**src/design/mimic_pkg.sv**
```systemverilog
// mimic shared types, instruction field positions, opcodes and the load end marker
`default_nettype none

package mimic_pkg;

   localparam int WORD_WIDTH     = 32;
   localparam int BYTE_WIDTH     = 8;
   localparam int REG_ADDR_WIDTH = 5;
   localparam int REG_COUNT      = 32;
   localparam int IMM_WIDTH      = 16;

   typedef logic [WORD_WIDTH-1:0]     word_t;
   typedef logic [BYTE_WIDTH-1:0]     byte_t;
   typedef logic [REG_ADDR_WIDTH-1:0] reg_addr_t;

   // ##################################################
   // Instruction fields
   localparam int OPCODE_MSB = 31;
   localparam int OPCODE_LSB = 26;
   localparam int RS_MSB     = 25;
   localparam int RS_LSB     = 21;
   localparam int RT_MSB     = 20;
   localparam int RT_LSB     = 16;
   localparam int RD_MSB     = 15;
   localparam int RD_LSB     = 11;
   localparam int IMM_MSB    = 15;
   localparam int IMM_LSB    = 0;

   // ##################################################
   // Opcodes
   typedef enum logic [5:0] {
      OP_ADD  = 6'h00,
      OP_SUB  = 6'h01,
      OP_AND  = 6'h02,
      OP_OR   = 6'h03,
      OP_SLT  = 6'h04,
      OP_ADDI = 6'h08,
      OP_LW   = 6'h10,
      OP_SW   = 6'h11,
      OP_BEQ  = 6'h18,
      OP_BNE  = 6'h19,
      OP_JUMP = 6'h1a,
      OP_SEND = 6'h20,
      OP_RECV = 6'h21,
      OP_HALT = 6'h3f
   } opcode_t;

   // Loading stops on this word, it is never stored
   localparam word_t LOAD_END_WORD = '1;

endpackage

`default_nettype wire

```
**src/design/register_file.sv**
```systemverilog
// Integer register file, two combinational reads and one write, r0 fixed at zero
`timescale 1ns/1ps
`default_nettype none

module register_file
   import mimic_pkg::*;
(
   input  logic      clk,
   input  logic      arst_n,
   input  reg_addr_t rs_addr,
   input  reg_addr_t rt_addr,
   output word_t     rs_data,
   output word_t     rt_data,
   input  logic      write_enable,
   input  reg_addr_t write_addr,
   input  word_t     write_data
);

   word_t regs [REG_COUNT];

   always_ff @(posedge clk or negedge arst_n) begin
      if (!arst_n) begin
         for (int i = 0; i < REG_COUNT; i++) begin
            regs[i] <= '0;
         end
      end else if (write_enable && (write_addr != '0)) begin
         regs[write_addr] <= write_data;
      end
   end

   assign rs_data = (rs_addr == '0) ? '0 : regs[rs_addr];
   assign rt_data = (rt_addr == '0) ? '0 : regs[rt_addr];

endmodule

`default_nettype wire

```
**config.mk**
```make
export PLATFORM = sky130hd
export DESIGN_NAME = register_file
export DESIGN_NICKNAME = d
export VERILOG_FILES = /design/src/design/mimic_pkg.sv /design/src/design/register_file.sv
export SDC_FILE = /design/constraint.sdc
export NUM_CORES = 2
export LEC_CHECK = 0
export BUFFER_PORTS_ARGS = -buffer_cell sky130_fd_sc_hd__buf_2
export CAP_MARGIN = 20
export CORE_MARGIN = 5
export CORE_UTILIZATION = 47
export CTS_CLUSTER_DIAMETER = 120
export DETAILED_ROUTE_END_ITERATION = 8
export GPL_ROUTABILITY_DRIVEN = 0
export PLACE_DENSITY = 0.65
export SETUP_SLACK_MARGIN = 0.4
export SYNTH_ARGS = -nofsm -noshare
export SYNTH_HDL_FRONTEND = slang
export SYNTH_SLANG_ARGS = --single-unit
```
**constraint.sdc**
```tcl
create_clock -name clk -period 3.4 [get_ports clk]
set_clock_uncertainty 0.05 [all_clocks]
set_input_delay 0.68 -clock clk [delete_from_list [all_inputs] [get_ports clk]]
set_output_delay 0.68 -clock clk [all_outputs]
set_load 0.03 [all_outputs]
```
==> impl_metrics.py <==
metrics = {
    "timing": {
        "timing_hold_violations_final": 0,
        "slew_margin_rel_pct": 51.8,
        "tightestPinTransition_ps": 722,
        "total_neg_setup_slack_ps": 0,
        "setup_viol": 0,
        "post-route-period-util_pct": 95.9,
        "finalMaxSlewViolations": 0,
        "period_minus_slack_ps": 3260,
        "setup_repair_after_global_routing_missed_its_margin": "yes",
        "clock.fmax_mhz": 307,
    },
    "cells_and_area": {
        "post_route_cells_drive_above_1_share_pct": 65.9,
        "layout_common_cells": "sky130_fd_sc_hd__dfrtp_1 (1,024), sky130_fd_sc_hd__mux2_2 (1,022), sky130_fd_sc_hd__mux4_2 (448)",
        "final_nets": 4099,
        "largest_reg_flops": 1024,
        "instances_no_fill": 5662,
        "area_growth_syn_to_layout_pct": 27.2,
        "layout_top_registers": "regs: 1024 flops",
        "layout.filler_cells": 8553,
        "largest-register": "regs",
        "multi_input_area_mm2": 0.0292,
        "sequential_cell_area_mm2": 0.0256,
        "layout.cells.most_common": "sky130_fd_sc_hd__dfrtp_1",
    },
    "routing": {
        "dr.pass1.iters": 7,
        "detail_route.wirelength_mm": 194,
        "detailedRoute.firstIterationViolations": 3923,
        "drcViolationCount": 0,
        "ant_nets": 0,
        "via_per_inst": 6.70,
        "post_drt_wl_per_cell_um": 34.2,
        "route.vias.total": 37900,
    },
    "logic_synthesis": {
        "synth.yosys.warnings": 0,
        "synth.yosys.seq_area_share_pct": 47.1,
        "syn_avg_cell_area_um2": 15.0,
        "ys_types": 35,
        "syn_area_mm2": 0.0544,
        "synthesis.nets": 3671,
        "ys_seq_elements": 1024,
        "synth_cells": 3621,
    },
    "power": {
        "max-vdd-ir-drop_mv": 0.416,
        "power_leakage_nw": 29.9,
        "pwrdens_mw_per_mm2": 551,
    },
    "clock_tree": {
        "cts_root_buf": "sky130_fd_sc_hd__clkbuf_16",
        "cts_buffer_depth": 3,
        "cts_tree": "built",
        "ctsHtreeMaxLevel": 3,
        "clk_lat_worst_skew_ps": 700,
        "cts_inserted_buffers": 114,
        "cts_sinks": 1024,
        "worst_setup_hold_path_clk_slew_ps": 60,
    },
    "die": {
        "core_mm2": 0.115,
        "initial_utilization_pct": 47.4,
        "fp-row-count": 124,
        "io-pin-count": 114,
        "floorplan.die.height_um": 350,
        "die_w_um": 350,
        "design.die.area_mm2": 0.123,
    },
    "global_route": {
        "grtUsageTotal_pct": 31.6,
        "number_of_antenna_violations_at_the_first_check_in_global_routing": 13,
        "grt_overflow": 0,
        "grt_pass1_vias": 38600,
        "grt_start_max_net_pins": 103,
        "first_pass_grt_wire_length_mm": 281,
    },
    "critical_path": {
        "critPathRequiredTime_ps": 2670,
        "criticalPathCategory": "primary input to output pin",
        "cp_max_fo": 6,
        "cp-start-kind": "primary input",
        "cp.arrival_ps": 2530,
        "critical_path_end_type": "output pin",
    },
    "placement": {
        "io_buffer_count": 113,
        "place.detailed.instances": 5293,
        "hpwl_mm": 116,
    },
    "min_path": {
        "hold_path.class": "flip-flop to flip-flop",
    },
    "outcome": {
        "run_status": "complete, no violations",
    },
    "flow_run": {
        "maxCapViolations": 0,
    },
}
==> per-stage QoR <==
step / util (%) / total power, mW / hold WS, ps / area [µm²] / worst slack [ps]
6_report: 60.3 / 38.1 / 345 / 69200 / 140
5_1_grt: 60.3 / 39.5 / 356 / 69200 / 102
4_1_cts: 59.5 / 37.9 / 347 / 68300 / 136
3_5_place_dp: 53.2 / 24.4 / 332 / 61000 / -112
3_3_place_gp: 53.2 / 24.1 / 327 / 61000 / -114
2_1_floorplan: - / 21.7 / 334 / 55400 / 361
==> worst max-delay path: stages <==
cell and delay, ps:
sky130_fd_sc_hd__buf_16 140, sky130_fd_sc_hd__buf_12 170, sky130_fd_sc_hd__buf_6 110, sky130_fd_sc_hd__buf_6 110
sky130_fd_sc_hd__mux4_2 510, sky130_fd_sc_hd__mux2_4 290, sky130_fd_sc_hd__o21ai_2 130, sky130_fd_sc_hd__buf_4 130
sky130_fd_sc_hd__a311oi_4 40, sky130_fd_sc_hd__buf_6 190
==> worst paths after layout <==
check,endpoint,slack (ps),depth (start not counted),startpoint
max in group asynchronous,regs[720]$_DFFE_PN0P_,1750,4,arst_n
hold reg to reg,regs[1006]$_DFFE_PN0P_,350,0,regs[1006]$_DFFE_PN0P_
setup reg to reg,regs[939]$_DFFE_PN0P_,2440,2,regs[939]$_DFFE_PN0P_
hold / removal,regs[1006]$_DFFE_PN0P_,350,0,regs[1006]$_DFFE_PN0P_
min in group asynchronous,regs[88]$_DFFE_PN0P_,440,2,arst_n
setup / recovery,rt_data[25],140,10,rt_addr[1]
==> report_power, final <==
group          total (mW)  leakage, nW  internal (mW)  switching [mW]
combinational        9.13         14.9           5.41            3.72
sequential           16.3         13.1           14.5            1.74
clock                12.7         1.90           7.50            5.24
total                38.1         29.9           27.4            10.7
==> timing repair <==
item,CTS,global route
gates cloned,35,1
resized for setup,444,150
setup buffers,85,30
hold buffers,1,0
pin swaps,63,52
setup endpoints to repair,64,64
hold endpoints to repair,41,0
==> cell type report <==
class	count	share of cell area [%]
Antenna cell	8	0.0289
Clock buffer	170	4.99
Clock inverter	39	0.579
Inverter	2	0.0217
Multi-Input combinational cell	2164	42.3
Sequential cell	1024	37.0
Tap cell	1512	2.73
Timing Repair Buffer	743	12.3
==> Yosys cell counts (all sizes together) <==
master | number | area [µm²]
a311oi | 64 | 561
and3 | 1 | 6.26
nor4 | 1 | 12.5
nand4b | 3 | 26.3
o2111ai | 18 | 158
nor2b | 71 | 444
nor2 | 19 | 71.3
a221oi | 46 | 403
nor3 | 3 | 15.0
and2 | 2 | 12.5
o21ai | 110 | 551
clkbuf | 225 | 850
a211oi | 64 | 480
nand2b | 5 | 31.3
buf | 207 | 1120
dfrtp | 1024 | 25600
nand2 | 49 | 184
inv | 2 | 7.51
mux2 | 1056 | 11900
or3 | 3 | 18.8
a22oi | 64 | 480
mux2i | 128 | 1280
or4 | 2 | 15.0
nand3 | 1 | 5.00
or2 | 2 | 12.5
nand4 | 1 | 6.26
mux4 | 448 | 10100
nor3b | 2 | 15.0
==> per-layer routing <==
metal  track usage, %  vias up  routed length [µm]
li1                 -    15000                   -
met1             44.9    20700               80100
met2             47.3     1805               86600
met3             7.87      452               18100
met4             12.4        6                8990
met5                0        -                  30
==> kinds of logic after synthesis <==
family	Yosys count	synth area share, %
flops	1024	47.1
buf+inv	434	3.63
compound gates	366	4.84
mux	1632	42.8
simple gates	165	1.61
(Power assumes the default switching activity.)
