### config.mk
export PLATFORM = sky130hd
export DESIGN_NAME = decoder
export DESIGN_NICKNAME = d
export VERILOG_FILES = /design/src/design/mimic_pkg.sv /design/src/design/decoder.sv
export SDC_FILE = /design/constraint.sdc
export NUM_CORES = 1
export LEC_CHECK = 0
export BUFFER_PORTS_ARGS = -buffer_cell sky130_fd_sc_hd__buf_2
export CAP_MARGIN = 20
export CORE_ASPECT_RATIO = 0.8
export CORE_MARGIN = 2
export CORE_UTILIZATION = 35
export DETAILED_ROUTE_END_ITERATION = 16
export PLACE_DENSITY = 0.69
export SLEW_MARGIN = 20
export SYNTH_ARGS = -nofsm -noshare
export SYNTH_HDL_FRONTEND = slang
export SYNTH_SLANG_ARGS = --single-unit
### constraint.sdc
create_clock -name clk -period 1 [get_ports clk]
set_input_delay 0.05 -clock clk [delete_from_list [all_inputs] [get_ports clk]]
set_output_delay 0.05 -clock clk [all_outputs]
set_load 0.01 [all_outputs]
### src/design/mimic_pkg.sv
// mimic shared types, instruction field positions, opcodes and the load end marker
`default_nettype none

package mimic_pkg;

   localparam int WORD_WIDTH     = 32;
   localparam int BYTE_WIDTH     = 8;
   localparam int REG_ADDR_WIDTH = 5;
   localparam int REG_COUNT      = 32;
   localparam int IMM_WIDTH      = 16;

   typedef logic [WORD_WIDTH-1:0]     word_t;
   typedef logic [BYTE_WIDTH-1:0]     byte_t;
   typedef logic [REG_ADDR_WIDTH-1:0] reg_addr_t;

   // ##################################################
   // Instruction fields
   localparam int OPCODE_MSB = 31;
   localparam int OPCODE_LSB = 26;
   localparam int RS_MSB     = 25;
   localparam int RS_LSB     = 21;
   localparam int RT_MSB     = 20;
   localparam int RT_LSB     = 16;
   localparam int RD_MSB     = 15;
   localparam int RD_LSB     = 11;
   localparam int IMM_MSB    = 15;
   localparam int IMM_LSB    = 0;

   // ##################################################
   // Opcodes
   typedef enum logic [5:0] {
      OP_ADD  = 6'h00,
      OP_SUB  = 6'h01,
      OP_AND  = 6'h02,
      OP_OR   = 6'h03,
      OP_SLT  = 6'h04,
      OP_ADDI = 6'h08,
      OP_LW   = 6'h10,
      OP_SW   = 6'h11,
      OP_BEQ  = 6'h18,
      OP_BNE  = 6'h19,
      OP_JUMP = 6'h1a,
      OP_SEND = 6'h20,
      OP_RECV = 6'h21,
      OP_HALT = 6'h3f
   } opcode_t;

   // Loading stops on this word, it is never stored
   localparam word_t LOAD_END_WORD = '1;

endpackage

`default_nettype wire

### src/design/decoder.sv
// Instruction decoder that registers opcode, register addresses and sign-extended immediate
`timescale 1ns/1ps
`default_nettype none

module decoder
   import mimic_pkg::*;
(
   input  logic      clk,
   input  logic      arst_n,
   input  logic      load,
   input  word_t     inst,
   output opcode_t   opcode,
   output reg_addr_t rs_addr,
   output reg_addr_t rt_addr,
   output reg_addr_t rd_addr,
   output word_t     imm
);

   logic [IMM_WIDTH-1:0] raw_imm;

   assign raw_imm = inst[IMM_MSB:IMM_LSB];

   always_ff @(posedge clk or negedge arst_n) begin
      if (!arst_n) begin
         opcode  <= OP_ADD;
         rs_addr <= '0;
         rt_addr <= '0;
         rd_addr <= '0;
      end else if (load) begin
         opcode  <= opcode_t'(inst[OPCODE_MSB:OPCODE_LSB]);
         rs_addr <= inst[RS_MSB:RS_LSB];
         rt_addr <= inst[RT_MSB:RT_LSB];
         rd_addr <= inst[RD_MSB:RD_LSB];
      end
   end

   // Sign-extended immediate
   always_ff @(posedge clk) begin
      if (load) begin
         imm <= {{(WORD_WIDTH-IMM_WIDTH){raw_imm[IMM_WIDTH-1]}}, raw_imm};
      end
   end

endmodule

`default_nettype wire

==> metrics.md, run 1 <==
| Metric | Value |
|---|---|
| Unrepaired setup endpoints after global routing | true |
| Leak | 1.11 nW |
| CTS tree | done |
| Required time worst endpoint | 0.95 ns |
| Clock Skew | 0 ns |
| WS Path Type | flip-flop to output pin |
| Layout overhead on the synthesized area | 56.3% |
| CTS H-tree depth | 2 |
| Clock share of power | 27.8% |
| Nets | 222 |
| Gr usage total | 13.3% |
| Root Buffer | clkbuf_8 |
| Syn_area_per_cell | 19.2 um^2 |
| Die span in y | 61.8 um |
| Core ar. | 3900 um^2 |
| Fmax | 972 MHz |
| Setup TNS | -0.437 ns |
| Reg2Reg Depth | 1 |
| CTS resizes | 0 |
| Buffers from clock root to sink, at most | 2 |
| Die area | 4710 um^2 |
| Area share of the largest cell type after synthesis | 36.0% |
| Post-synthesis cell count | 76 |
| Gp weighted congestion | 0.667 |
| Final setup vio count | 17 |
| Syn nets | 111 |
| Initial antenna violation count | 0 |
| Critical path's largest stage delay | 0.41 ns |
| Slowest CP cell | edfxtp_1 |
| Worst Setup Start Kind | flip-flop |
| DRT Wirelength | 3010 um |
| Synth cell types | 6 |
| Crit. End Element | output pin |
| Total power draw | 3.43 mW |
| Worst skew pair latency | 0.27 ns |
| Final Hold Viols | 0 |
| Die X | 76.2 um |
| DRT antenna net count | 0 |
| CP Launch Point | imm[15]$_DFFE_PP_ |
| Sequential share of power | 52.4% |
| Ys Warns | 0 |
| Switch share | 23.7% |
| Total grt overflow | 0 |
| Crit path cell chain | buf_12 > buf_2 |
| Vias per Instance | 4.15 |
| Critical path arrival | 0.98 ns |
| N_diodes | 0 |
| Drt wl/cell | 12.4 um |
| Post-route minimum period | 1.03 ns |
| Switching power total | 0.810 mW |
| # port buffers | 87 |
| # DRC | 0 |
| Max_slew headroom | 66.8% |
| Via count | 1008 |
| Layout Utilization | 58.5% |
| Reg2Reg Launch Point | rs_addr[0]$_DFFE_PN0P_ |
| Max VDD drop | 0.887 mV |
| Iteration count of the initial detailed-routing pass | 4 |
| Sequential element share of the synthesized area | 68.9% |
| Vias in the first global route | 1032 |
| Pint | 2.62 mW |
| Reg clk slew, reported paths | 0.06 ns |
| WHS Endpoint | rt_addr[2]$_DFFE_PN0P_ |
| Fillers | 337 |
| Hold crit path type | primary input to flip-flop |
| Number of CTS-inserted buffers | 5 |
| Hold path start | inst[18] |
| Worst Tran Pin Value | 0.498 ns |
| Hold Crit Depth | 2 |
| Max-slew violations | 0 |
| Clock Sinks | 37 |
| Commonest cells after routing, fill and taps aside | 87 x buf_2, 32 x dlygate4sd3_1, 21 x dfrtp_1 |
| Ports | 88 |
| Logic pwr share | 19.8% |
| Crit Reg-Reg Endpoint | rs_addr[0]$_DFFE_PN0P_ |
| First-pass GRT wire length | 4570 um |
| Max-cap viol count | 0 |
| Layout cells sized above 1 | 61.7% |
| Post-route setup slack | -0.0284 ns |
| Number of DRC markers in iteration 0 | 24 |
| Largest net degree at the start of global routing | 25 |
| Status | finished with violations |
| Final Cycle Share | 103% |
| Row count | 20 |
| Violations in the final reports | negative setup slack |
| Starting Density | 37.4% |
| Synth top area cells | dfrtp_1 36%, edfxtp_1 33%, mux2_4 21%, buf_4 8.2%, buf_6 1.5% |
| Worst reg2reg setup slack | 0.22 ns |
| Leading area contributor after synthesis | dfrtp_1 |
| Worst-path fanout max | 17 |
| Synthesized area | 1460 um^2 |
| Commonest non-fill, non-tap cell in the layout | buf_2 |
| Hold WS | 0.0194 ns |
| PwrDens | 1500 nW/um^2 |
| Seq cells post-synth | 37 |
==> routing by layer <==
metal	global-route usage, %	part of all wire [%]
met2	24.0	51
met4	7.79	2.3
met1	14.7	39
met5	0	0
met3	3.76	7.2
==> state kept, by name (all words and copies together) (netlist names) <==
register  count
opcode        6
rt_addr       5
rs_addr       5
imm          16
rd_addr       5
==> power groups by stage <==
stage / sequential, mW / combinational (mW) / clock [mW]
floorplan: 1.90 / 0.258 / 0
global placement: 1.82 / 0.561 / 0
finish: 1.79 / 0.679 / 0.952
CTS: 1.80 / 0.682 / 0.996
detailed placement: 1.83 / 0.570 / 0
global route: 1.81 / 0.724 / 1.05
==> final cells by class <==
cell class / instances / area (um^2) / area share (%)
multi-input combinational: 21 / 312 / 13.7
tap: 55 / 68.8 / 3.02
sequential: 37 / 1010 / 44.1
timing repair buffer: 122 / 816 / 35.7
clock inverter: 1 / 3.75 / 0.164
clock buffer: 7 / 76.3 / 3.34
==> cells by family (layout without fill, tap and decap cells) <==
| kind of cell | after synthesis | count (layout) | share of synthesized area, % |
|---|---|---|---|
| DFF | 37 | 37 | 68.9 |
| buffers and inverters | 18 | 130 | 9.77 |
| muxes | 21 | 21 | 21.3 |
==> per-stage QoR <==
step                      worst slack, ns  cell area [um^2]  instances
after global placement              0.183              1860        202
after CTS                         -0.0437              2270        242
after detailed placement            0.165              1860        202
final                             -0.0284              2280        243
after floorplan                     0.143              1460         76
after global routing              -0.0603              2280        243
==> synth_stat cells <==
cell	instances
edfxtp_1	16
mux2_2	1
buf_6	2
buf_4	16
mux2_4	20
dfrtp_1	21
==> timing repair <==
item                                    CTS  global route
hold buffers                             31             1
hold endpoints to repair                 51             1
endpoints found under the setup margin   17            17
cloned                                    0             0
buffers inserted                          1             0
==> critical path: cells and delay by family, from the launching register on <==
family,cells,cell delay (ns)
buffers and inverters,2,0.29
flip-flops,1,0.41
==> how the worst max path moves through the flow <==
stage,to,slack [ns]
2_1_floorplan,imm[16],0.14
5_1_grt,imm[18],-0.06
4_1_cts,imm[24],-0.04
3_3_place_gp,rt_addr[4]$_DFFE_PN0P_,0.18
3_5_place_dp,rd_addr[1]$_DFFE_PN0P_,0.17
6_report,imm[18],-0.03
Note: power is estimated with default switching activity, not from simulation.
==> run 2, diff against run 1 <==
GPL_TIMING_DRIVEN = 0   (was not set)
==> run 2 against run 1 <==
Net effect: the flow still finishes with violations (negative setup slack); via count is 8.2% higher; critical path depth increased by 1; first-iteration DRC count rose by 21%; die area stayed put; global-route usage grew 2.8 points; critical path type unchanged.
==> metrics.md, run 2 (synthesis gave the netlist of run 1 again) <==
| Metric | Value |
|---|---|
| CTS tree | done |
| Pint | 2.93 mW |
| Final setup vio count | 17 |
| Largest net degree at the start of global routing | 22 |
| Final cell count without fillers | 261 |
| Worst-path fanout max | 15 |
| Number of CTS-inserted buffers | 5 |
| First-pass GRT wire length | 5510 um |
| HPWL after DPL | 2230 um |
| Vias in the first global route | 1123 |
| Bufs and invs on worst path | 3 |
| CTS H-tree depth | 2 |
| Layout cells sized above 1 | 65.5% |
| Post-route setup slack | -0.184 ns |
| Logic pwr share | 20.2% |
| Commonest cells after routing, fill and taps aside | 86 x buf_2, 33 x dlygate4sd3_1, 21 x dfrtp_1 |
| CP Launch Point | imm[15]$_DFFE_PP_ |
| Fmax | 845 MHz |
| Buffers from clock root to sink, at most | 2 |
| Core ar. | 3900 um^2 |
| PwrDens | 1560 nW/um^2 |
| Crit. End Element | output pin |
| Total grt overflow | 0 |
| Commonest non-fill, non-tap cell in the layout | buf_2 |
| Reg clk slew, reported paths | 0.07 ns |
| Leak | 1.21 nW |
| Number of DRC markers in iteration 0 | 29 |
| DRT Wirelength | 3570 um |
| Reg2Reg Launch Point | rt_addr[2]$_DFFE_PN0P_ |
| Crit path capture | imm[31] |
| Switch share | 23.2% |
| Final Hold Viols | 0 |
| Worst reg2reg setup slack | 0.21 ns |
| Max FFs per register | 16 |
| Cell depth of the worst setup path | 3 |
| Root Buffer | clkbuf_8 |
| DRT antenna net count | 0 |
| Multi-input gate area | 312 um^2 |
| Ports | 88 |
| Die area | 4710 um^2 |
| Clock Skew | 0 ns |
| Final Instance Area | 2440 um^2 |
| Clock share of power | 32.7% |
| Max_slew headroom | 67.3% |
| FF+latch area | 1010 um^2 |
| Initial antenna violation count | 0 |
| Inst Count DP | 218 |
| Gr usage total | 16.1% |
| Max VDD drop | 0.991 mV |
| Via count | 1091 |
| Die X | 76.2 um |
| Critical path's top delay family | flip-flops |
| Status | finished with violations |
| Slowest CP cell | edfxtp_1 |
| Area after DPL | 1960 um^2 |
| Max-cap viol count | 0 |
| Nets | 240 |
| Max-slew violations | 0 |
| Unrepaired setup endpoints after global routing | true |
| Switching power total | 0.882 mW |
| Final Cycle Share | 118% |
| Drt wl/cell | 13.7 um |
| Violations in the final reports | negative setup slack |
| Required time worst endpoint | 0.95 ns |
| Total power draw | 3.81 mW |
| Starting Density | 37.4% |
| # DRC | 0 |
| Setup TNS | -2.93 ns |
| Crit path cell chain | buf_12 > buf_4 > buf_2 |
| Row count | 20 |
| Critical path's largest stage delay | 0.43 ns |
| Worst Setup Start Kind | flip-flop |
| Layout overhead on the synthesized area | 67.3% |
| Iteration count of the initial detailed-routing pass | 4 |
| Fillers | 309 |
| Critical path arrival | 1.13 ns |
| Worst Tran Pin Value | 0.491 ns |
| N_diodes | 0 |
| Top reg by flops | imm |
| WS Path Type | flip-flop to output pin |
| Reg2Reg Depth | 1 |
| Crit Reg-Reg Endpoint | rt_addr[2]$_DFFE_PN0P_ |
| Clock Sinks | 37 |
| Sequential share of power | 47.1% |
| Largest registers | imm x16, opcode x6 |
| Vias per Instance | 4.18 |
| # port buffers | 87 |
| Hold crit path type | primary input to flip-flop |
| Die span in y | 61.8 um |
| Worst skew pair latency | 0.28 ns |
| Post-route minimum period | 1.18 ns |
| Gp weighted congestion | 0.667 |
-- run 2: changes by cell type in the layout (fill, tap and decap cells not counted) --
cell and delta:
clkinvlp_4 +1, dlygate4sd3_1 +1, bufinv_16 +1, buf_4 +16, buf_6 +4, clkbuf_1 -2
buf_2 -1, buf_12 -2
-- run 2: what timing repair did --
| action | in CTS | in global routing |
|---|---|---|
| buffers inserted | 2 | 0 |
| endpoints found under the setup margin | 17 | 17 |
| gates resized for setup | 2 | 0 |
| hold buffers | 31 | 2 |
| endpoints found under the hold margin | 51 | 2 |
-- run 2: power groups by stage --
stage	Sequential, mW	Combinational, mW	Clock (mW)
floorplan	1.90	0.258	0
global placement	1.82	0.619	0
detailed placement	1.83	0.636	0
CTS	1.80	0.763	1.30
global route	1.81	0.819	1.36
finish	1.79	0.768	1.24
-- run 2: metal layers --
layer	global-route usage, %	vias to the layer above	routed length, um
li1	-	507	-
met1	16.3	522	1310
met2	31.2	55	1970
met3	5.64	7	240
met4	7.53	0	51
met5	0	-	0
-- run 2: area by class of cell --
class / count / area share, %
Buffer: 18 / 5.99
Clock buffer: 5 / 2.82
Clock inverter: 3 / 1.69
Multi-Input combinational cell: 21 / 12.8
Sequential cell: 37 / 41.2
Tap cell: 55 / 2.82
Timing Repair Buffer: 122 / 32.7
-- run 2: worst min path at each step --
| stage | slack [ns] | end | start | depth (start not counted) |
|---|---|---|---|---|
| 2_1_floorplan | -0.25 | opcode[0]$_DFFE_PN0P_ | arst_n | 0 |
| 3_3_place_gp | 0.03 | rt_addr[3]$_DFFE_PN0P_ | arst_n | 1 |
| 3_5_place_dp | 0.05 | rs_addr[1]$_DFFE_PN0P_ | arst_n | 1 |
| 4_1_cts | 0.0005 | opcode[1]$_DFFE_PN0P_ | inst[27] | 2 |
| 5_1_grt | 0.24 | imm[11]$_DFFE_PP_ | load | 1 |
| 6_report | 0.24 | imm[2]$_DFFE_PP_ | load | 1 |
-- run 2: through the flow --
step	utilization (%)	hold slack (ns)	worst slack (ns)
floorplan	-	-0.246	0.143
global placement	50.3	0.0311	-0.0862
detailed placement	50.3	0.0527	-0.128
CTS	62.1	0.000549	-0.190
global route	62.6	0.242	-0.238
finish	62.6	0.240	-0.184
