[config.mk]
export PLATFORM = sky130hd
export DESIGN_NAME = instruction_loader
export DESIGN_NICKNAME = d
export VERILOG_FILES = /design/src/design/mimic_pkg.sv /design/src/design/instruction_loader.sv
export SDC_FILE = /design/constraint.sdc
export NUM_CORES = 1
export LEC_CHECK = 0
export BUFFER_PORTS_ARGS = -buffer_cell sky130_fd_sc_hd__buf_4
export CELL_PAD_IN_SITES_DETAIL_PLACEMENT = 1
export CELL_PAD_IN_SITES_GLOBAL_PLACEMENT = 2
export CORE_ASPECT_RATIO = 0.75
export CORE_MARGIN = 5
export CORE_UTILIZATION = 36
export CTS_CLUSTER_SIZE = 24
export DETAILED_ROUTE_END_ITERATION = 10
export PLACE_DENSITY_LB_ADDON = 0.1
export SLEW_MARGIN = 40
export SYNTH_ARGS = -nofsm -noshare
export SYNTH_HDL_FRONTEND = slang
export SYNTH_SLANG_ARGS = --single-unit
[constraint.sdc]
create_clock -name clk -period 2.1 [get_ports clk]
set_input_delay 0.21 -clock clk [delete_from_list [all_inputs] [get_ports clk]]
set_output_delay 0.21 -clock clk [all_outputs]
set_load 0.005 [all_outputs]
[src/design/mimic_pkg.sv]
// mimic shared types, instruction field positions, opcodes and the load end marker
`default_nettype none

package mimic_pkg;

   localparam int WORD_WIDTH     = 32;
   localparam int BYTE_WIDTH     = 8;
   localparam int REG_ADDR_WIDTH = 5;
   localparam int REG_COUNT      = 32;
   localparam int IMM_WIDTH      = 16;

   typedef logic [WORD_WIDTH-1:0]     word_t;
   typedef logic [BYTE_WIDTH-1:0]     byte_t;
   typedef logic [REG_ADDR_WIDTH-1:0] reg_addr_t;

   // ##################################################
   // Instruction fields
   localparam int OPCODE_MSB = 31;
   localparam int OPCODE_LSB = 26;
   localparam int RS_MSB     = 25;
   localparam int RS_LSB     = 21;
   localparam int RT_MSB     = 20;
   localparam int RT_LSB     = 16;
   localparam int RD_MSB     = 15;
   localparam int RD_LSB     = 11;
   localparam int IMM_MSB    = 15;
   localparam int IMM_LSB    = 0;

   // ##################################################
   // Opcodes
   typedef enum logic [5:0] {
      OP_ADD  = 6'h00,
      OP_SUB  = 6'h01,
      OP_AND  = 6'h02,
      OP_OR   = 6'h03,
      OP_SLT  = 6'h04,
      OP_ADDI = 6'h08,
      OP_LW   = 6'h10,
      OP_SW   = 6'h11,
      OP_BEQ  = 6'h18,
      OP_BNE  = 6'h19,
      OP_JUMP = 6'h1a,
      OP_SEND = 6'h20,
      OP_RECV = 6'h21,
      OP_HALT = 6'h3f
   } opcode_t;

   // Loading stops on this word, it is never stored
   localparam word_t LOAD_END_WORD = '1;

endpackage

`default_nettype wire

[src/design/instruction_loader.sv]
// Packs received bytes big-endian into words and fills the instruction memory
`timescale 1ns/1ps
`default_nettype none

module instruction_loader
   import mimic_pkg::*;
#(
   parameter int IMEM_ADDR_WIDTH = 10
) (
   input  logic                       clk,
   input  logic                       arst_n,
   input  logic                       rx_waiting,
   input  byte_t                      received_data,
   output logic                       pop,
   output logic                       write_enable,
   output logic [IMEM_ADDR_WIDTH-1:0] write_address,
   output word_t                      write_data,
   output logic                       in_execution
);

   logic [1:0]                 byte_count;
   logic [3*BYTE_WIDTH-1:0]    partial;
   logic [IMEM_ADDR_WIDTH-1:0] next_address;
   word_t                      assembled;
   logic                       word_done;

   // One byte per cycle while the FIFO has data
   assign pop       = !rx_waiting && !in_execution;
   assign assembled = {partial, received_data};
   assign word_done = pop && (byte_count == 2'd3);

   always_ff @(posedge clk or negedge arst_n) begin
      if (!arst_n) begin
         byte_count    <= '0;
         next_address  <= '0;
         write_address <= '0;
         write_enable  <= 1'b0;
         in_execution  <= 1'b0;
      end else begin
         write_enable <= 1'b0;
         if (pop) begin
            byte_count <= byte_count + 2'd1;
         end
         if (word_done) begin
            if (assembled == LOAD_END_WORD) begin
               in_execution <= 1'b1;
            end else begin
               write_enable  <= 1'b1;
               write_address <= next_address;
               next_address  <= next_address + 1'b1;
            end
         end
      end
   end

   always_ff @(posedge clk) begin
      if (pop) begin
         partial <= {partial[2*BYTE_WIDTH-1:0], received_data};
      end
      if (word_done) begin
         write_data <= assembled;
      end
   end

endmodule

`default_nettype wire

==> results of run 1 <==
==> state kept, by name, indices dropped and copies added, names as in the netlist <==
signal         flops
in_execution       1
write_data        32
next_address      10
write_address     10
partial           24
write_enable       1
byte_count         2
==> metrics by stage <==
stage	util, %	instances
3_5_place_dp	44.8	293
6_report	47.8	310
2_1_floorplan	-	136
5_1_grt	47.8	310
3_3_place_gp	44.8	293
4_1_cts	47.8	310
==> where the power goes <==
part	internal [W]	switching, W	leakage (nW)
sequential	0.00198	0.000161	0.835
combinational	0.000323	0.000281	0.482
clock	0.000668	0.000520	0.110
total	0.00297	0.000962	1.43
==> Yosys cell counts (2+ instances only) <==
library cell	number
edfxtp_1	56
dfrtp_1	24
nand4_1	10
mux2_2	9
xnor2_1	6
nand3_1	4
xor2_1	4
mux2_4	3
ha_1	2
inv_1	2
nand2_1	2
nor4_1	2
nor4_4	2
==> repair_timing <==
| item | 4_1_cts | 5_1_grt |
|---|---|---|
| hold buffers | 1 | 0 |
| setup buffers | 0 | 0 |
| endpoints found under the hold margin | 24 | 0 |
==> worst min path at each step <==
stage / startpoint / cells past startpoint / end
3_3_place_gp: arst_n / 1 / write_address[3]
6_report: received_data[3] / 1 / write_data[3]
5_1_grt: received_data[4] / 1 / write_data[4]
3_5_place_dp: arst_n / 1 / next_address[3]
4_1_cts: received_data[1] / 1 / write_data[1]
2_1_floorplan: arst_n / 0 / byte_count[0]
==> worst max-delay path, stage by stage, from the launching register on <==
cell	delay, ns
edfxtp_1	0.43
nand4_1	0.17
nor4_4	0.08
a21oi_4	0.53
mux2_2	0.41
==> layout make-up <==
class / count / area share (%)
clock buffer: 10 / 3.59
clock inverter: 6 / 2.36
inverter: 2 / 0.317
multi-input combinational: 53 / 13.6
sequential: 80 / 64.2
tap: 101 / 3.56
timing repair buffer: 58 / 12.3
==> layer usage <==
metal	track usage, %	wire length (microns)	vias up
li1	-	-	661
met1	14.7	2350	710
met2	17.1	2390	44
met3	4.88	340	4
met4	4.97	40	0
met5	0	0	-
==> cells by family (layout without fill, tap and decap cells) <==
kind of cell | count (synthesis) | after routing | share of synthesized area (%)
buffers and inverters | 3 | 76 | 0.674
muxes | 12 | 12 | 5.26
DFF | 80 | 80 | 81.9
and+or+nand+nor | 27 | 27 | 7.23
AOI/OAI and AO/OA | 2 | 2 | 0.854
xor gates and xnor gates | 10 | 10 | 3.14
adders and majority gates | 2 | 2 | 0.898
==> results.toml, run 1 <==
[clocking]
clock_latency_ns = 0.34
clock-sinks = 80
post_cts_resized = 0
cts_tree = "yes"
clockBufferDepth = 2
cts_inserted_buffers = 9
htreeDepth = 3
cts-root-buf = "clkbuf_8"
clkTransAtPathRegs_ns = 0.07

[critical_path]
reg2reg_slack_ns = 0.36
path_max_fanout = 18
cp.arrival_ns = 1.97
cp-startpoint = "partial[5]"
r2r-start = "partial[5]"
endpoint_kind = "flip-flop"
endpoint = "write_address[0]"
r2r-end = "write_address[0]"
setup.worst_path.class = "flip-flop to flip-flop"
critPathRequiredTime_ns = 2.32
worstRegToRegCells = 4
cp-start-kind = "flip-flop"

[timing]
whs_ns = 0.0646
setup_viol = 0
fin_tns_setup_ns = 0
finalCritPeriodShare_pct = 83.0
maxSlewViolCount = 0
fin_crit_ns = 1.74
max_freq_mhz = 573
maxSlewHeadroom_pct = 57.8
tightestPinTransition_ns = 0.631
rsz0062_at_grt = "false"
fin_skew_ns = 0.00997
hold_violations = 0
setup_ws_ns = 0.356

[place]
placed_area_sq_mm = 0.00333
dp_slack_ns = 0.369
place.gp.congestion = 0.724
portBuffers = 55
dp_hpwl_microns = 3640

[layout]
multi_input_area_sq_um = 484
final_common_cell = "buf_4"
fillerInstances = 708
diodes = 0
design_area_sq_mm = 0.00355
area_delta_synth_final_pct = 27.6
drive_above_1_share_pct = 44.0
final_cell_mix = "57 x buf_4, 56 x edfxtp_1, 24 x dfrtp_1"
nNetsFinal = 217
seqCellArea_sq_mm = 0.00228

[floorplan]
die_y_microns = 86.2
die_w_microns = 112
core_sq_mm = 0.00743
start_util_pct = 37.5
rows = 27
die_area_sq_mm = 0.00961
io_pins = 56

[synth]
async_flop_share_pct = 30.0
synth.area.top_cells = "edfxtp_1 60%, dfrtp_1 22%, mux2_2 3.6%, nand4_1 2.2%, xnor2_1 1.9%"
yosysSeqAreaShare_pct = 81.9
ys_types = 23
synth_ff_type = "edfxtp_1"
syn_avg_cell_area_sq_um = 20.5
yosysTopAreaCellShare_pct = 60.4
syn_inst = 136
yosys.area.top_type = "edfxtp_1"
synth_area_sq_mm = 0.00279
yosysWarnings = 0
synth-edff-count = 56
syn_nets = 149
synth_seq_cells = 80

[routing]
drt_iter0_drc = 53
drc_errors = 0
drtPass1Iterations = 4
dr_total_vias = 1419
drt_wl_total_microns = 5120
wire_per_inst_microns = 16.5
ant_nets = 0
viasPerCell = 4.58

[global_route]
grt_usage_pct = 11.4
antenna_found_initial = 0
grt_max_degree = 34
grt_pass1_wl_microns = 8330
grt_pass1_vias = 1609
grt_overflow = 0

[min_path]
min_path_type = "primary input to flip-flop"

[outcome]
status = "completed"

[pwr]
p_leak_nw = 1.43
totalPowerFinal_w = 0.00393
p_per_area_mw_per_mm2 = 1110
vdd_drop_max_mv = 0.496

[flow_run]
drv_cap = 0
Note: power is estimated with default switching activity, not from simulation.
==> inputs of run 2 (changes only) <==
ABC_AREA = 1   (was not set)
CORE_UTILIZATION = 33   (was 36)
clock period = 1.5 ns   (was 2.1 ns; I/O delays follow)
==> run 2 against run 1 <==
Net effect:
- utilization shrank 3.5 points
- clock power grew 60%
- final cell count grew 35%
- synthesized cell count grew 65%
==> results.toml, run 2 <==
[outcome]
status = "completed"

[critical_path]
critPathRequiredTime_ns = 1.35
endpoint_kind = "output pin"
endpoint = "pop"
crit_family = "flip-flops"
crit_chain = "nor2_4 > buf_12 > buf_6"
cp-startpoint = "in_execution"
cp.arrival_ns = 1.27
critical_path_cell_count = 3
worstRegToRegCells = 8
cp-start-kind = "flip-flop"
path_max_fanout = 27
slowest_delay_ns = 0.42
setup.worst_path.class = "flip-flop to output pin"
reg2reg_slack_ns = 0.13
critPathBufInv = 2
critPathSlowestCell = "dfrtp_1"
r2r-start = "partial[9]"
r2r-end = "next_address[1]"

[synth]
syn_nets = 238
yosysSeqAreaShare_pct = 76.1
syn_inst = 225
synth_compound_area_share_pct = 0.543
synthMuxAreaShare_pct = 0.376
yosysWarnings = 0
synth_seq_cells = 80
synthTopCellsByCount = "67 x nand2_1, 56 x edfxtp_1, 24 x dfrtp_1, 23 x nand3_1, 14 x nor2_1"
yosys.area_share.simple_pct = 18.4
synth_area_sq_mm = 0.00300
synth.area.top_cells = "edfxtp_1 56%, dfrtp_1 20%, nand2_1 8.4%, nand3_1 3.8%, nand2_2 2.1%"
async_flop_share_pct = 30.0
synth_most_common_cell = "nand2_1"
synth-edff-count = 56
synthAdderAreaFrac_pct = 0.835
synthXorXnorAreaFrac_pct = 0.584
synth_top_family_by_area = "simple AND/OR/NAND/NOR gates"
yosysTopAreaCellShare_pct = 56.1
synth_ff_type = "edfxtp_1"
yosys.area.top_type = "edfxtp_1"
ys_types = 22
syn_avg_cell_area_sq_um = 13.3

[timing]
tightestPinTransition_ns = 0.330
rsz0062_at_grt = "true"
max_freq_mhz = 706
fin_skew_ns = 0.00595
fin_crit_ns = 1.42
whs_ns = 0.0167
setup_viol = 0
maxSlewHeadroom_pct = 78.0
fin_tns_setup_ns = 0
finalCritPeriodShare_pct = 94.5
maxSlewViolCount = 0
hold_violations = 0

[routing]
drc_errors = 0
drt_iter0_drc = 136
ant_nets = 0
viasPerCell = 4.42
wire_per_inst_microns = 14.5
drtPass1Iterations = 4
drt_wl_total_microns = 6080
dr_total_vias = 1857

[layout]
biggestRegsByFlops = "write_data: 32 flops, partial: 24 flops"
diodes = 0
largest_register_ff_count = 32
fillerInstances = 939
nNetsFinal = 317
drive_above_1_share_pct = 31.8
final_util_pct = 44.3
regMostFlops = "write_data"
final_cell_mix = "67 x nand2_1, 62 x buf_4, 56 x edfxtp_1"
final_common_cell = "nand2_1"
area_delta_synth_final_pct = 32.5

[clocking]
cts_setup_buffers = 0
clock-sinks = 80
htreeDepth = 3
cts-root-buf = "clkbuf_16"
clockBufferDepth = 2
cts_tree = "yes"
cts_inserted_buffers = 9
clkTransAtPathRegs_ns = 0.06
clock_latency_ns = 0.33

[pwr]
vdd_drop_max_mv = 0.582
p_sw_share_pct = 25.7
p_leak_nw = 1.67
p_switching_w = 0.00147
p_per_area_mw_per_mm2 = 1440
p_comb_share_pct = 15.5
p_clk_share_pct = 33.2
seqPwrFrac_pct = 51.3
intPower_w = 0.00426

[place]
portBuffers = 55
place.gp.congestion = 0.702
dp_hpwl_microns = 4140

[floorplan]
die_area_sq_mm = 0.0111
die_y_microns = 92.5
core_sq_mm = 0.00897
rows = 30
start_util_pct = 33.4
die_w_microns = 120
io_pins = 56

[global_route]
grt_max_degree = 49
grt_pass1_wl_microns = 9980
grt_pass1_vias = 1879
grt_overflow = 0
grt_usage_pct = 11.8
antenna_found_initial = 0

[flow_run]
drv_cap = 0

[min_path]
min_path_type = "primary input to flip-flop"
## run 2: power groups by stage
stage	combinational, W	clock, W	sequential (W)
after floorplan	0.000464	0	0.00295
final	0.000889	0.00190	0.00294
after global routing	0.00101	0.00210	0.00298
after global placement	0.000849	0	0.00297
after detailed placement	0.000871	0	0.00298
after CTS	0.000873	0.00196	0.00294
## run 2: worst register-to-register path, cell delays in order, from the launching register on
cell and delay (ns):
edfxtp_1 0.38, nand2_1 0.08, nor2_1 0.12, nand2_1 0.10, nor2_4 0.17, nand2_8 0.17, nand2_8 0.17, nand2_2 0.06
nand2_1 0.06
## run 2: area by class of cell
type	count	area, sq um	share of cell area, %
clock buffers	10	229	5.77
clock inverters	5	25.0	0.630
inverters	13	65.1	1.64
multi-input cells	129	661	16.6
flip-flops and latches	80	2280	57.5
well taps	112	140	3.53
repair buffers	71	567	14.3
## run 2: kinds of logic after synthesis
kind of cell / after synthesis
mux: 1
simple gates: 121
xor+xnor: 2
buf+inv: 17
compound gates: 2
fa+ha+maj: 2
flops: 80
## run 2: what timing repair did
| item | in CTS | in global routing |
|---|---|---|
| hold buffers | 1 | 6 |
| endpoints found under the hold margin | 24 | 9 |
| setup endpoints to repair | 0 | 19 |
| resized for setup | 0 | 7 |
## run 2: worst min-delay path by stage
stage	startpoint	to	slack, ns	depth (start not counted)
2_1_floorplan	arst_n	byte_count[0]	-0.15	0
3_3_place_gp	arst_n	write_address[0]	0.08	1
3_5_place_dp	arst_n	write_address[1]	0.08	1
4_1_cts	received_data[1]	write_data[1]	0.005	1
5_1_grt	received_data[6]	partial[6]	0.001	1
6_report	received_data[1]	write_data[1]	0.02	1
## run 2: through the flow
stage,cells,instance area (sq um),power [W],worst slack [ns]
detailed placement,397,3600,0.00385,0.0160
global placement,397,3600,0.00382,0.0758
finish,420,3970,0.00573,0.0830
floorplan,225,3030,0.00341,-0.216
CTS,413,3870,0.00577,0.00775
global route,420,3970,0.00609,-0.0145
## run 2: layer usage
layer / vias up / global-route usage (%) / wire, microns
met5: - / 0 / 0
met4: 0 / 3.72 / 65
met3: 7 / 5.86 / 357
met2: 42 / 15.8 / 2560
met1: 890 / 16.6 / 3100
li1: 918 / - / -
