**config.mk**
```make
export PLATFORM = sky130hd
export DESIGN_NAME = alu
export DESIGN_NICKNAME = d
export VERILOG_FILES = /design/src/design/mimic_pkg.sv /design/src/design/alu.sv
export SDC_FILE = /design/constraint.sdc
export NUM_CORES = 1
export LEC_CHECK = 0
export ABC_AREA = 1
export BUFFER_PORTS_ARGS = -buffer_cell sky130_fd_sc_hd__buf_2
export CAP_MARGIN = 10
export CORE_ASPECT_RATIO = 1.4
export CORE_MARGIN = 3
export CORE_UTILIZATION = 50
export DETAILED_ROUTE_END_ITERATION = 7
export GPL_TIMING_DRIVEN = 0
export PLACE_DENSITY = 0.76
export SLEW_MARGIN = 10
export SYNTH_ARGS = -nofsm -noshare
export SYNTH_HDL_FRONTEND = slang
export SYNTH_SLANG_ARGS = --single-unit
```
**constraint.sdc**
```tcl
create_clock -name vclk -period 2.4
set_clock_uncertainty 0.1 [all_clocks]
set_input_delay 0.12 -clock vclk [all_inputs]
set_output_delay 0.12 -clock vclk [all_outputs]
set_load 0.01 [all_outputs]
```
**src/design/mimic_pkg.sv**
```systemverilog
// mimic shared types, instruction field positions, opcodes and the load end marker
`default_nettype none

package mimic_pkg;

   localparam int WORD_WIDTH     = 32;
   localparam int BYTE_WIDTH     = 8;
   localparam int REG_ADDR_WIDTH = 5;
   localparam int REG_COUNT      = 32;
   localparam int IMM_WIDTH      = 16;

   typedef logic [WORD_WIDTH-1:0]     word_t;
   typedef logic [BYTE_WIDTH-1:0]     byte_t;
   typedef logic [REG_ADDR_WIDTH-1:0] reg_addr_t;

   // ##################################################
   // Instruction fields
   localparam int OPCODE_MSB = 31;
   localparam int OPCODE_LSB = 26;
   localparam int RS_MSB     = 25;
   localparam int RS_LSB     = 21;
   localparam int RT_MSB     = 20;
   localparam int RT_LSB     = 16;
   localparam int RD_MSB     = 15;
   localparam int RD_LSB     = 11;
   localparam int IMM_MSB    = 15;
   localparam int IMM_LSB    = 0;

   // ##################################################
   // Opcodes
   typedef enum logic [5:0] {
      OP_ADD  = 6'h00,
      OP_SUB  = 6'h01,
      OP_AND  = 6'h02,
      OP_OR   = 6'h03,
      OP_SLT  = 6'h04,
      OP_ADDI = 6'h08,
      OP_LW   = 6'h10,
      OP_SW   = 6'h11,
      OP_BEQ  = 6'h18,
      OP_BNE  = 6'h19,
      OP_JUMP = 6'h1a,
      OP_SEND = 6'h20,
      OP_RECV = 6'h21,
      OP_HALT = 6'h3f
   } opcode_t;

   // Loading stops on this word, it is never stored
   localparam word_t LOAD_END_WORD = '1;

endpackage

`default_nettype wire

```
**src/design/alu.sv**
```systemverilog
// Integer ALU with address computation and branch condition
`timescale 1ns/1ps
`default_nettype none

module alu
   import mimic_pkg::*;
(
   input  opcode_t opcode,
   input  word_t   rs,
   input  word_t   rt,
   input  word_t   imm,
   output word_t   result,
   output logic    branch_taken
);

   logic less_than;

   assign less_than = $signed(rs) < $signed(rt);

   always_comb begin
      case (opcode)
         OP_ADD:  result = rs + rt;
         OP_SUB:  result = rs - rt;
         OP_AND:  result = rs & rt;
         OP_OR:   result = rs | rt;
         OP_SLT:  result = {{(WORD_WIDTH-1){1'b0}}, less_than};
         // Immediate add and memory address share the adder
         OP_ADDI,
         OP_LW,
         OP_SW:   result = rs + imm;
         default: result = '0;
      endcase
   end

   always_comb begin
      case (opcode)
         OP_BEQ:  branch_taken = (rs == rt);
         OP_BNE:  branch_taken = (rs != rt);
         default: branch_taken = 1'b0;
      endcase
   end

endmodule

`default_nettype wire

```
==> results of run 1 <==
[routing by layer]
| metal | share of wire, % | wire [um] | vias to the layer above | GRT usage (%) |
|---|---|---|---|---|
| li1 | - | - | 4637 | - |
| met3 | 7.0 | 2040 | 113 | 2.64 |
| met1 | 37 | 10900 | 4116 | 38.4 |
| met5 | 0 | 0 | - | 0 |
| met4 | 7.8 | 2270 | 0 | 22.6 |
| met2 | 48 | 13900 | 462 | 60.6 |
[power groups by stage]
stage	sequential [mW]	combinational [mW]	clock, mW
floorplan	0	1.05	0
global placement	0	1.52	0
detailed placement	0	1.54	0
CTS	0	1.70	0
global route	0	2.09	0
finish	0	1.90	0
[worst max-delay path, stage by stage]
cell and delay [ps]:
buf_6 90, inv_2 40, nor2_4 140, nand3_4 150
nand2_8 180, clkbuf_16 170, o21ai_2 50, ha_2 190
fa_2 420, nand3_2 110, nand3_4 90, nand2_4 90
nand3_4 90, nand2_2 80, nand2_2 60, or2_1 230
nand3_2 90, nand3_2 110, buf_6 150
[area by class of cell]
type / count / area, um^2
Fill cell: 1393 / 4430
Buffer: 18 / 174
Inverter: 311 / 1170
Timing Repair Buffer: 170 / 1060
Tap cell: 182 / 228
Multi-Input combinational cell: 1064 / 6570
[synth_stat cells (all sizes together) (2+ instances only)]
master,instances
or2,12
nand2,463
nand4,14
o2111ai,5
inv,311
nand3,126
xor2,3
a21oi,74
nand3b,5
o21ai,58
and2,2
clkbuf,4
o211ai,3
nor2,132
nor4,2
nor3,11
ha,136
o21bai,7
fa,2
buf,14
[metrics by stage]
stage	setup slack (ps)	hold WS [ps]	power, mW	setup TNS, ps
after global routing	-558	632	2.09	-12940
after detailed placement	-916	569	1.54	-22800
after floorplan	2.94	346	1.05	0
after global placement	-908	551	1.52	-22610
after CTS	-443	589	1.70	-9140
final	-475	589	1.90	-9660
[final timing paths]
kind | to | slack [ps]
min | branch_taken | 590
max | result[16] | -480
[cells by family (layout without fill, tap and decap cells)]
family,after synthesis,count (layout),synth area share [%]
simple gates,770,771,45.6
buf+inv,329,499,17.8
compound gates,152,152,11.6
fa+ha+maj,138,138,24.6
xor+xnor,3,3,0.371
[what timing repair did]
item | CTS | global route
buffers inserted | 22 | 12
pin swaps | 37 | 38
cloned | 2 | 0
endpoints found under the setup margin | 31 | 32
resized for setup | 132 | 113
==> results.cfg, run 1 <==
[layout]
fin_nets = 1805
final_common_cell = nand2_1
stdcell_count = 1745
design.seq.count = 0
area_growth_pct = 29.9
regArea_um2 = 0
diodes = 0
n_clock_buffer = 0
stdcell_area_mm2 = 0.00921
finish.utilization_pct = 67.5
drive_gt1_share_pct = 23.9
mostFrequentLayoutCells = nand2_1, inv_1, ha_1, buf_2, nor2_1

[critical_path]
setup.worst_path.start = opcode[4]
cp_max_fo = 6
start_kind = input pin
end_kind = output pin
path_class = in2out
critPathArrivalTime_ps = 2660
required_ps = 2180

[power_and_ir_drop]
internal-power_uw = 698
cellLeakagePower_nw = 5.63
p_sw_mw = 1.20
p_clk_share_pct = 0
power_switching_share_pct = 63.3
peakVddDrop_v = 0.000116
p_comb_share_pct = 100.0
power_frac_seq_pct = 0
powerDensity_mw_per_mm2 = 206

[timing]
finalMaxSlewViolations = 0
finalHoldViolations = 0
relSlewSlack_pct = 59.6
setup_viol = 29
fin_crit_sh_pct = 120
min_period_ps = 2880
rsz0062_at_grt = yes
setup_ws_ps = -475
max_freq_ghz = 0.348
tightestPinTransition_ps = 602

[floorplan]
start_util_pct = 52.0
die_h_um = 147
die_w_um = 107
ioPinCount = 135
dieArea_mm2 = 0.0157
rows = 50
core_area_mm2 = 0.0136

[synth]
yosysTopAreaCell = nand2_1
yosysUniqueCellTypes = 39
syn-cell-area_mm2 = 0.00709
synth_area_leaders = nand2_1, ha_1, inv_1
synth_top_area_share_pct = 24.3
syn_avg_cell_area_um2 = 5.09
syn_inst = 1392
ys_seq_area_share_pct = 0
yosysWarnings = 0
syn-num-nets = 1632

[routing]
vias_per_cell = 5.35
routedWlPerCell_um = 16.6
finalWirelength_um = 29000
drt_iter0_drc = 683
via_count = 9328
route.detailed.drc = 0
postRouteAntennaNets = 0
firstDrtPassIters = 6

[global_routing]
grt_max_degree = 11
grt_pass1_vias = 8405
grt_pass1_wl_um = 42300
antenna_found_initial = 0
grt_overflow = 0
grt.total_usage_pct = 34.1

[min_path]
min-delay-start = opcode[1]
hold_path_class = in2out
hold_depth = 5

[status]
status = finished, violations left
violations = negative setup slack

[place]
place.gp.congestion = 0.996
place_area_mm2 = 0.00802
numPlacedInstances = 1709
port_buffers = 135
place_hpwl_um = 23500

[clocking]
cts_hold_buf = 0

[run]
cap_violations = 0
No activity file was read; power rests on OpenSTA's default activity.
==> run 2, diff against run 1 <==
--- a/config.mk
+++ b/config.mk
@@ -10,10 +10,9 @@
 export CAP_MARGIN = 10
 export CORE_ASPECT_RATIO = 1.4
 export CORE_MARGIN = 3
-export CORE_UTILIZATION = 50
+export CORE_UTILIZATION = 30
 export DETAILED_ROUTE_END_ITERATION = 7
 export GPL_TIMING_DRIVEN = 0
-export PLACE_DENSITY = 0.76
 export SLEW_MARGIN = 10
 export SYNTH_ARGS = -nofsm -noshare
 export SYNTH_HDL_FRONTEND = slang
==> constraint.sdc (replaced) <==
create_clock -name vclk -period 2.4
set_clock_uncertainty 0.1 [all_clocks]
set_input_delay 0.12 -clock vclk [all_inputs]
set_output_delay 0.12 -clock vclk [all_outputs]
set_load 0.05 [all_outputs]
==> results.cfg, run 2 (synthesis gave the netlist of run 1 again) <==
[layout]
design.seq.count = 0
mostFrequentLayoutCells = nand2_1, inv_1, ha_1, nor2_1, buf_2
fin_nets = 1801
regArea_um2 = 0
n_clock_buffer = 0
diodes = 0
area_growth_pct = 34.6
finish.utilization_pct = 41.7
fillers = 2557
stdcell_count = 1860
final_common_cell = nand2_1
drive_gt1_share_pct = 23.6

[global_routing]
grt_overflow = 0
grt.total_usage_pct = 23.1
grt_pass1_vias = 8551
antenna_found_initial = 0
grt_pass1_wl_um = 46200
grt_max_degree = 11

[timing]
setup_viol = 29
finalHoldViolations = 0
whs_ps = 619
min_period_ps = 2970
rsz0062_at_grt = yes
fin_crit_sh_pct = 124
max_freq_ghz = 0.337
tightestPinTransition_ps = 664
setup_ws_ps = -566
finalMaxSlewViolations = 0
setup_tns_ps = -11530
relSlewSlack_pct = 55.3

[routing]
postRouteAntennaNets = 0
vias_per_cell = 4.82
routedWlPerCell_um = 16.6
route.detailed.drc = 0
firstDrtPassIters = 5
drt_iter0_drc = 490
finalWirelength_um = 30800
via_count = 8967

[critical_path]
path_class = in2out
critPathArrivalTime_ps = 2750
setup.worst_path.start = opcode[3]
required_ps = 2180
end_kind = output pin
cp_max_fo = 6
crit_path_end = result[16]
start_kind = input pin

[place]
place.gp.congestion = 0.951
port_buffers = 135
place_hpwl_um = 26000
numPlacedInstances = 1828

[floorplan]
ioPinCount = 135
die_w_um = 136
die_h_um = 188
rows = 65
start_util_pct = 31.0
core_area_mm2 = 0.0229
dieArea_mm2 = 0.0255

[clocking]
cts_hold_buf = 0

[run]
cap_violations = 0

[min_path]
hold_path_class = in2out
min-delay-start = opcode[1]

[status]
violations = negative setup slack
status = finished, violations left

[power_and_ir_drop]
cellLeakagePower_nw = 5.67
peakVddDrop_v = 0.0000971
powerDensity_mw_per_mm2 = 209
run 2: changes by cell type in the layout (fill, tap and decap cells not counted), moves of 3 or more:
cell     change
nand2_4      -4
buf_2       -23
nor2_2       +5
buf_6        +7
o21ai_0      -3
buf_8        +6
nand2_2      -4
nor2_1       -3
nand2_1      +7
run 2: how the worst min path moves through the flow:
stage	depth (start not counted)	end	slack [ps]
after global routing	5	branch_taken	650
after global placement	5	branch_taken	670
after detailed placement	5	branch_taken	690
final	5	branch_taken	620
after CTS	5	branch_taken	650
after floorplan	3	result[14]	500
run 2: layer usage:
metal	part of all wire, %	global-route usage [%]
met5	0	0
met4	3.0	5.39
met3	4.8	0.832
met2	49	42.7
met1	43	29.2
run 2: timing repair:
action                                  CTS  global route
setup buffers                            18            11
pin swaps                                29            28
gates resized for setup                 164            97
endpoints found under the setup margin   32            33
cloned                                    2             1
run 2: worst max-delay path, stage by stage:
cell and delay [ps]:
buf_8 90, inv_6 30, nor2_4 130, nand3_4 170
nand2_8 200, clkbuf_16 180, o21ai_4 60, ha_4 170
fa_2 430, nand3_2 100, nand3_4 110, nand2_4 90
nand3_4 100, nand2_2 100, nand2_2 60, or2_0 200
nand3_1 110, nand3_4 90, buf_8 190
run 2: power breakdown:
| part | total (mW) | internal (mW) | switching, mW | leakage [nW] |
|---|---|---|---|---|
| Sequential | 0 | 0 | 0 | 0 |
| Clock | 0 | 0 | 0 | 0 |
| Combinational | 2.00 | 0.714 | 1.28 | 5.67 |
| Total | 2.00 | 0.714 | 1.28 | 5.67 |
run 2: through the flow:
stage	total power, mW	setup WS [ps]	instance area [um^2]
6_report	2.00	-566	9540
5_1_grt	2.21	-630	9540
4_1_cts	1.85	-485	9110
3_5_place_dp	1.69	-1090	8380
3_3_place_gp	1.67	-1040	8380
2_1_floorplan	1.16	-32.4	7320
run 2: layout make-up:
type / count / area, um^2 / share of cell area [%]
tap: 301 / 377 / 3.95
timing repair buffer: 166 / 1200 / 12.6
inverter: 311 / 1170 / 12.3
buffer: 18 / 189 / 1.98
multi-input combinational: 1064 / 6600 / 69.2
==> run 3, diff against run 2 <==
--- a/config.mk
+++ b/config.mk
@@ -8,11 +8,14 @@
 export ABC_AREA = 1
 export BUFFER_PORTS_ARGS = -buffer_cell sky130_fd_sc_hd__buf_2
 export CAP_MARGIN = 10
+export CELL_PAD_IN_SITES_DETAIL_PLACEMENT = 0
+export CELL_PAD_IN_SITES_GLOBAL_PLACEMENT = 2
 export CORE_ASPECT_RATIO = 1.4
 export CORE_MARGIN = 3
-export CORE_UTILIZATION = 30
+export CORE_UTILIZATION = 26
 export DETAILED_ROUTE_END_ITERATION = 7
 export GPL_TIMING_DRIVEN = 0
+export PLACE_DENSITY_LB_ADDON = 0.1
 export SLEW_MARGIN = 10
 export SYNTH_ARGS = -nofsm -noshare
 export SYNTH_HDL_FRONTEND = slang
==> results.cfg, run 3 (synthesis gave the netlist of run 1 again) <==
[routing]
vias_per_cell = 4.64
firstDrtPassIters = 4
postRouteAntennaNets = 0
finalWirelength_um = 36200
drt_iter0_drc = 388
route.detailed.drc = 0
via_count = 9097
routedWlPerCell_um = 18.5

[layout]
regArea_um2 = 0
final_common_cell = nand2_1
design.seq.count = 0
diodes = 0
mostFrequentLayoutCells = nand2_1, inv_1, ha_1, buf_2, nor2_1
fin_nets = 1841
area_growth_pct = 57.3
drive_gt1_share_pct = 35.4
finish.utilization_pct = 42.1
n_clock_buffer = 0
stdcell_count = 1959

[clocking]
cts_hold_buf = 0

[timing]
fin_crit_sh_pct = 120
tightestPinTransition_ps = 766
rsz0062_at_grt = yes
finalMaxSlewViolations = 0
setup_ws_ps = -478
setup_viol = 29
finalHoldViolations = 0
max_freq_ghz = 0.347
min_period_ps = 2880
relSlewSlack_pct = 48.4

[min_path]
min_to = branch_taken
hold_path_class = in2out
min-delay-start = opcode[2]
hold_depth = 5

[global_routing]
grt.met2_usage_pct = 45.5
antenna_found_initial = 0
grt.total_usage_pct = 23.6
top_usage_layer = met2
grt_pass1_wl_um = 53500
grt_use_met1_pct = 27.3
grt_overflow = 0
grt_max_degree = 11
grt_util_met3_pct = 1.87
grt_pass1_vias = 8968

[floorplan]
start_util_pct = 26.8
dieArea_mm2 = 0.0293
core_area_mm2 = 0.0265
die_w_um = 146
rows = 70
die_h_um = 201
ioPinCount = 135

[critical_path]
crit_path_top_delay_cell = fa_2
path_class = in2out
required_ps = 2180
end_kind = output pin
cpPeakStageDelay_ps = 440
start_kind = input pin
critPathArrivalTime_ps = 2660
path_cells = buf_8 > nor2_4 > nand3_4 > nand2_8 > clkbuf_16 > o21ai_4 > ha_4 > fa_2 > nand3_2 > nand3_4 > nand2_4 > nand3_4 > nand2_1 > nand2_1 > or2_0 > nand3_2 > nand3_4 > buf_8
cp_max_fo = 7
crit_top_cell = nand3_4

[power_and_ir_drop]
peakVddDrop_v = 0.0000994
powerDensity_mw_per_mm2 = 219
cellLeakagePower_nw = 6.16

[place]
place_hpwl_um = 30300
place.gp.congestion = 0.967
numPlacedInstances = 1887
port_buffers = 135

[status]
violations = negative setup slack
status = finished, violations left

[run]
cap_violations = 0
[run 3: report_power, final]
group	total, mW	internal [mW]	switching, mW
Combinational	2.44	0.932	1.50
Clock	0	0	0
Sequential	0	0	0
[run 3: final cells by class]
type,instances,area (um^2)
fill,2983,15300
inverter,311,1180
multi-input combinational,1064,7640
timing repair buffer,206,1680
tap,360,450
buffer,18,204
[run 3: metrics by stage]
| stage | cell area [um^2] | hold WS [ps] | TNS [ps] | power [mW] | setup WS (ps) |
|---|---|---|---|---|---|
| 2_1_floorplan | 7320 | 502 | -50.2 | 1.16 | -32.4 |
| 3_3_place_gp | 8450 | 651 | -31140 | 1.75 | -1410 |
| 3_5_place_dp | 8450 | 664 | -31210 | 1.75 | -1390 |
| 4_1_cts | 10400 | 611 | -9640 | 2.22 | -498 |
| 5_1_grt | 11100 | 615 | -13790 | 2.67 | -600 |
| 6_report | 11100 | 593 | -10420 | 2.44 | -478 |
[run 3: critical path, delay by kind of cell]
family                   cells  cell delay (ps)
AND/OR/NAND/NOR             12             1390
AO/OA/AOI/OAI                1               50
adder cells (fa/ha/maj)      2              610
buffers and inverters        3              480
[run 3: repair_timing]
item	CTS	global route
pin swaps	116	76
gates cloned	5	0
gates resized for setup	371	162
endpoints found under the setup margin	32	33
buffers inserted	51	17
[run 3: per-layer routing]
layer  vias up  part of all wire [%]
met5         -                     0
met4         0                   3.6
met3        38                   3.8
met2       223                    52
met1      4134                    41
li1       4702                     -
[run 3: how the worst max path moves through the flow]
stage,cells past startpoint,slack [ps],end,from
global placement,17,-1410,result[28],opcode[4]
global route,18,-600,result[16],opcode[2]
floorplan,15,-30,result[8],opcode[4]
detailed placement,17,-1390,result[28],opcode[4]
finish,18,-480,result[16],opcode[2]
CTS,18,-500,result[16],opcode[3]
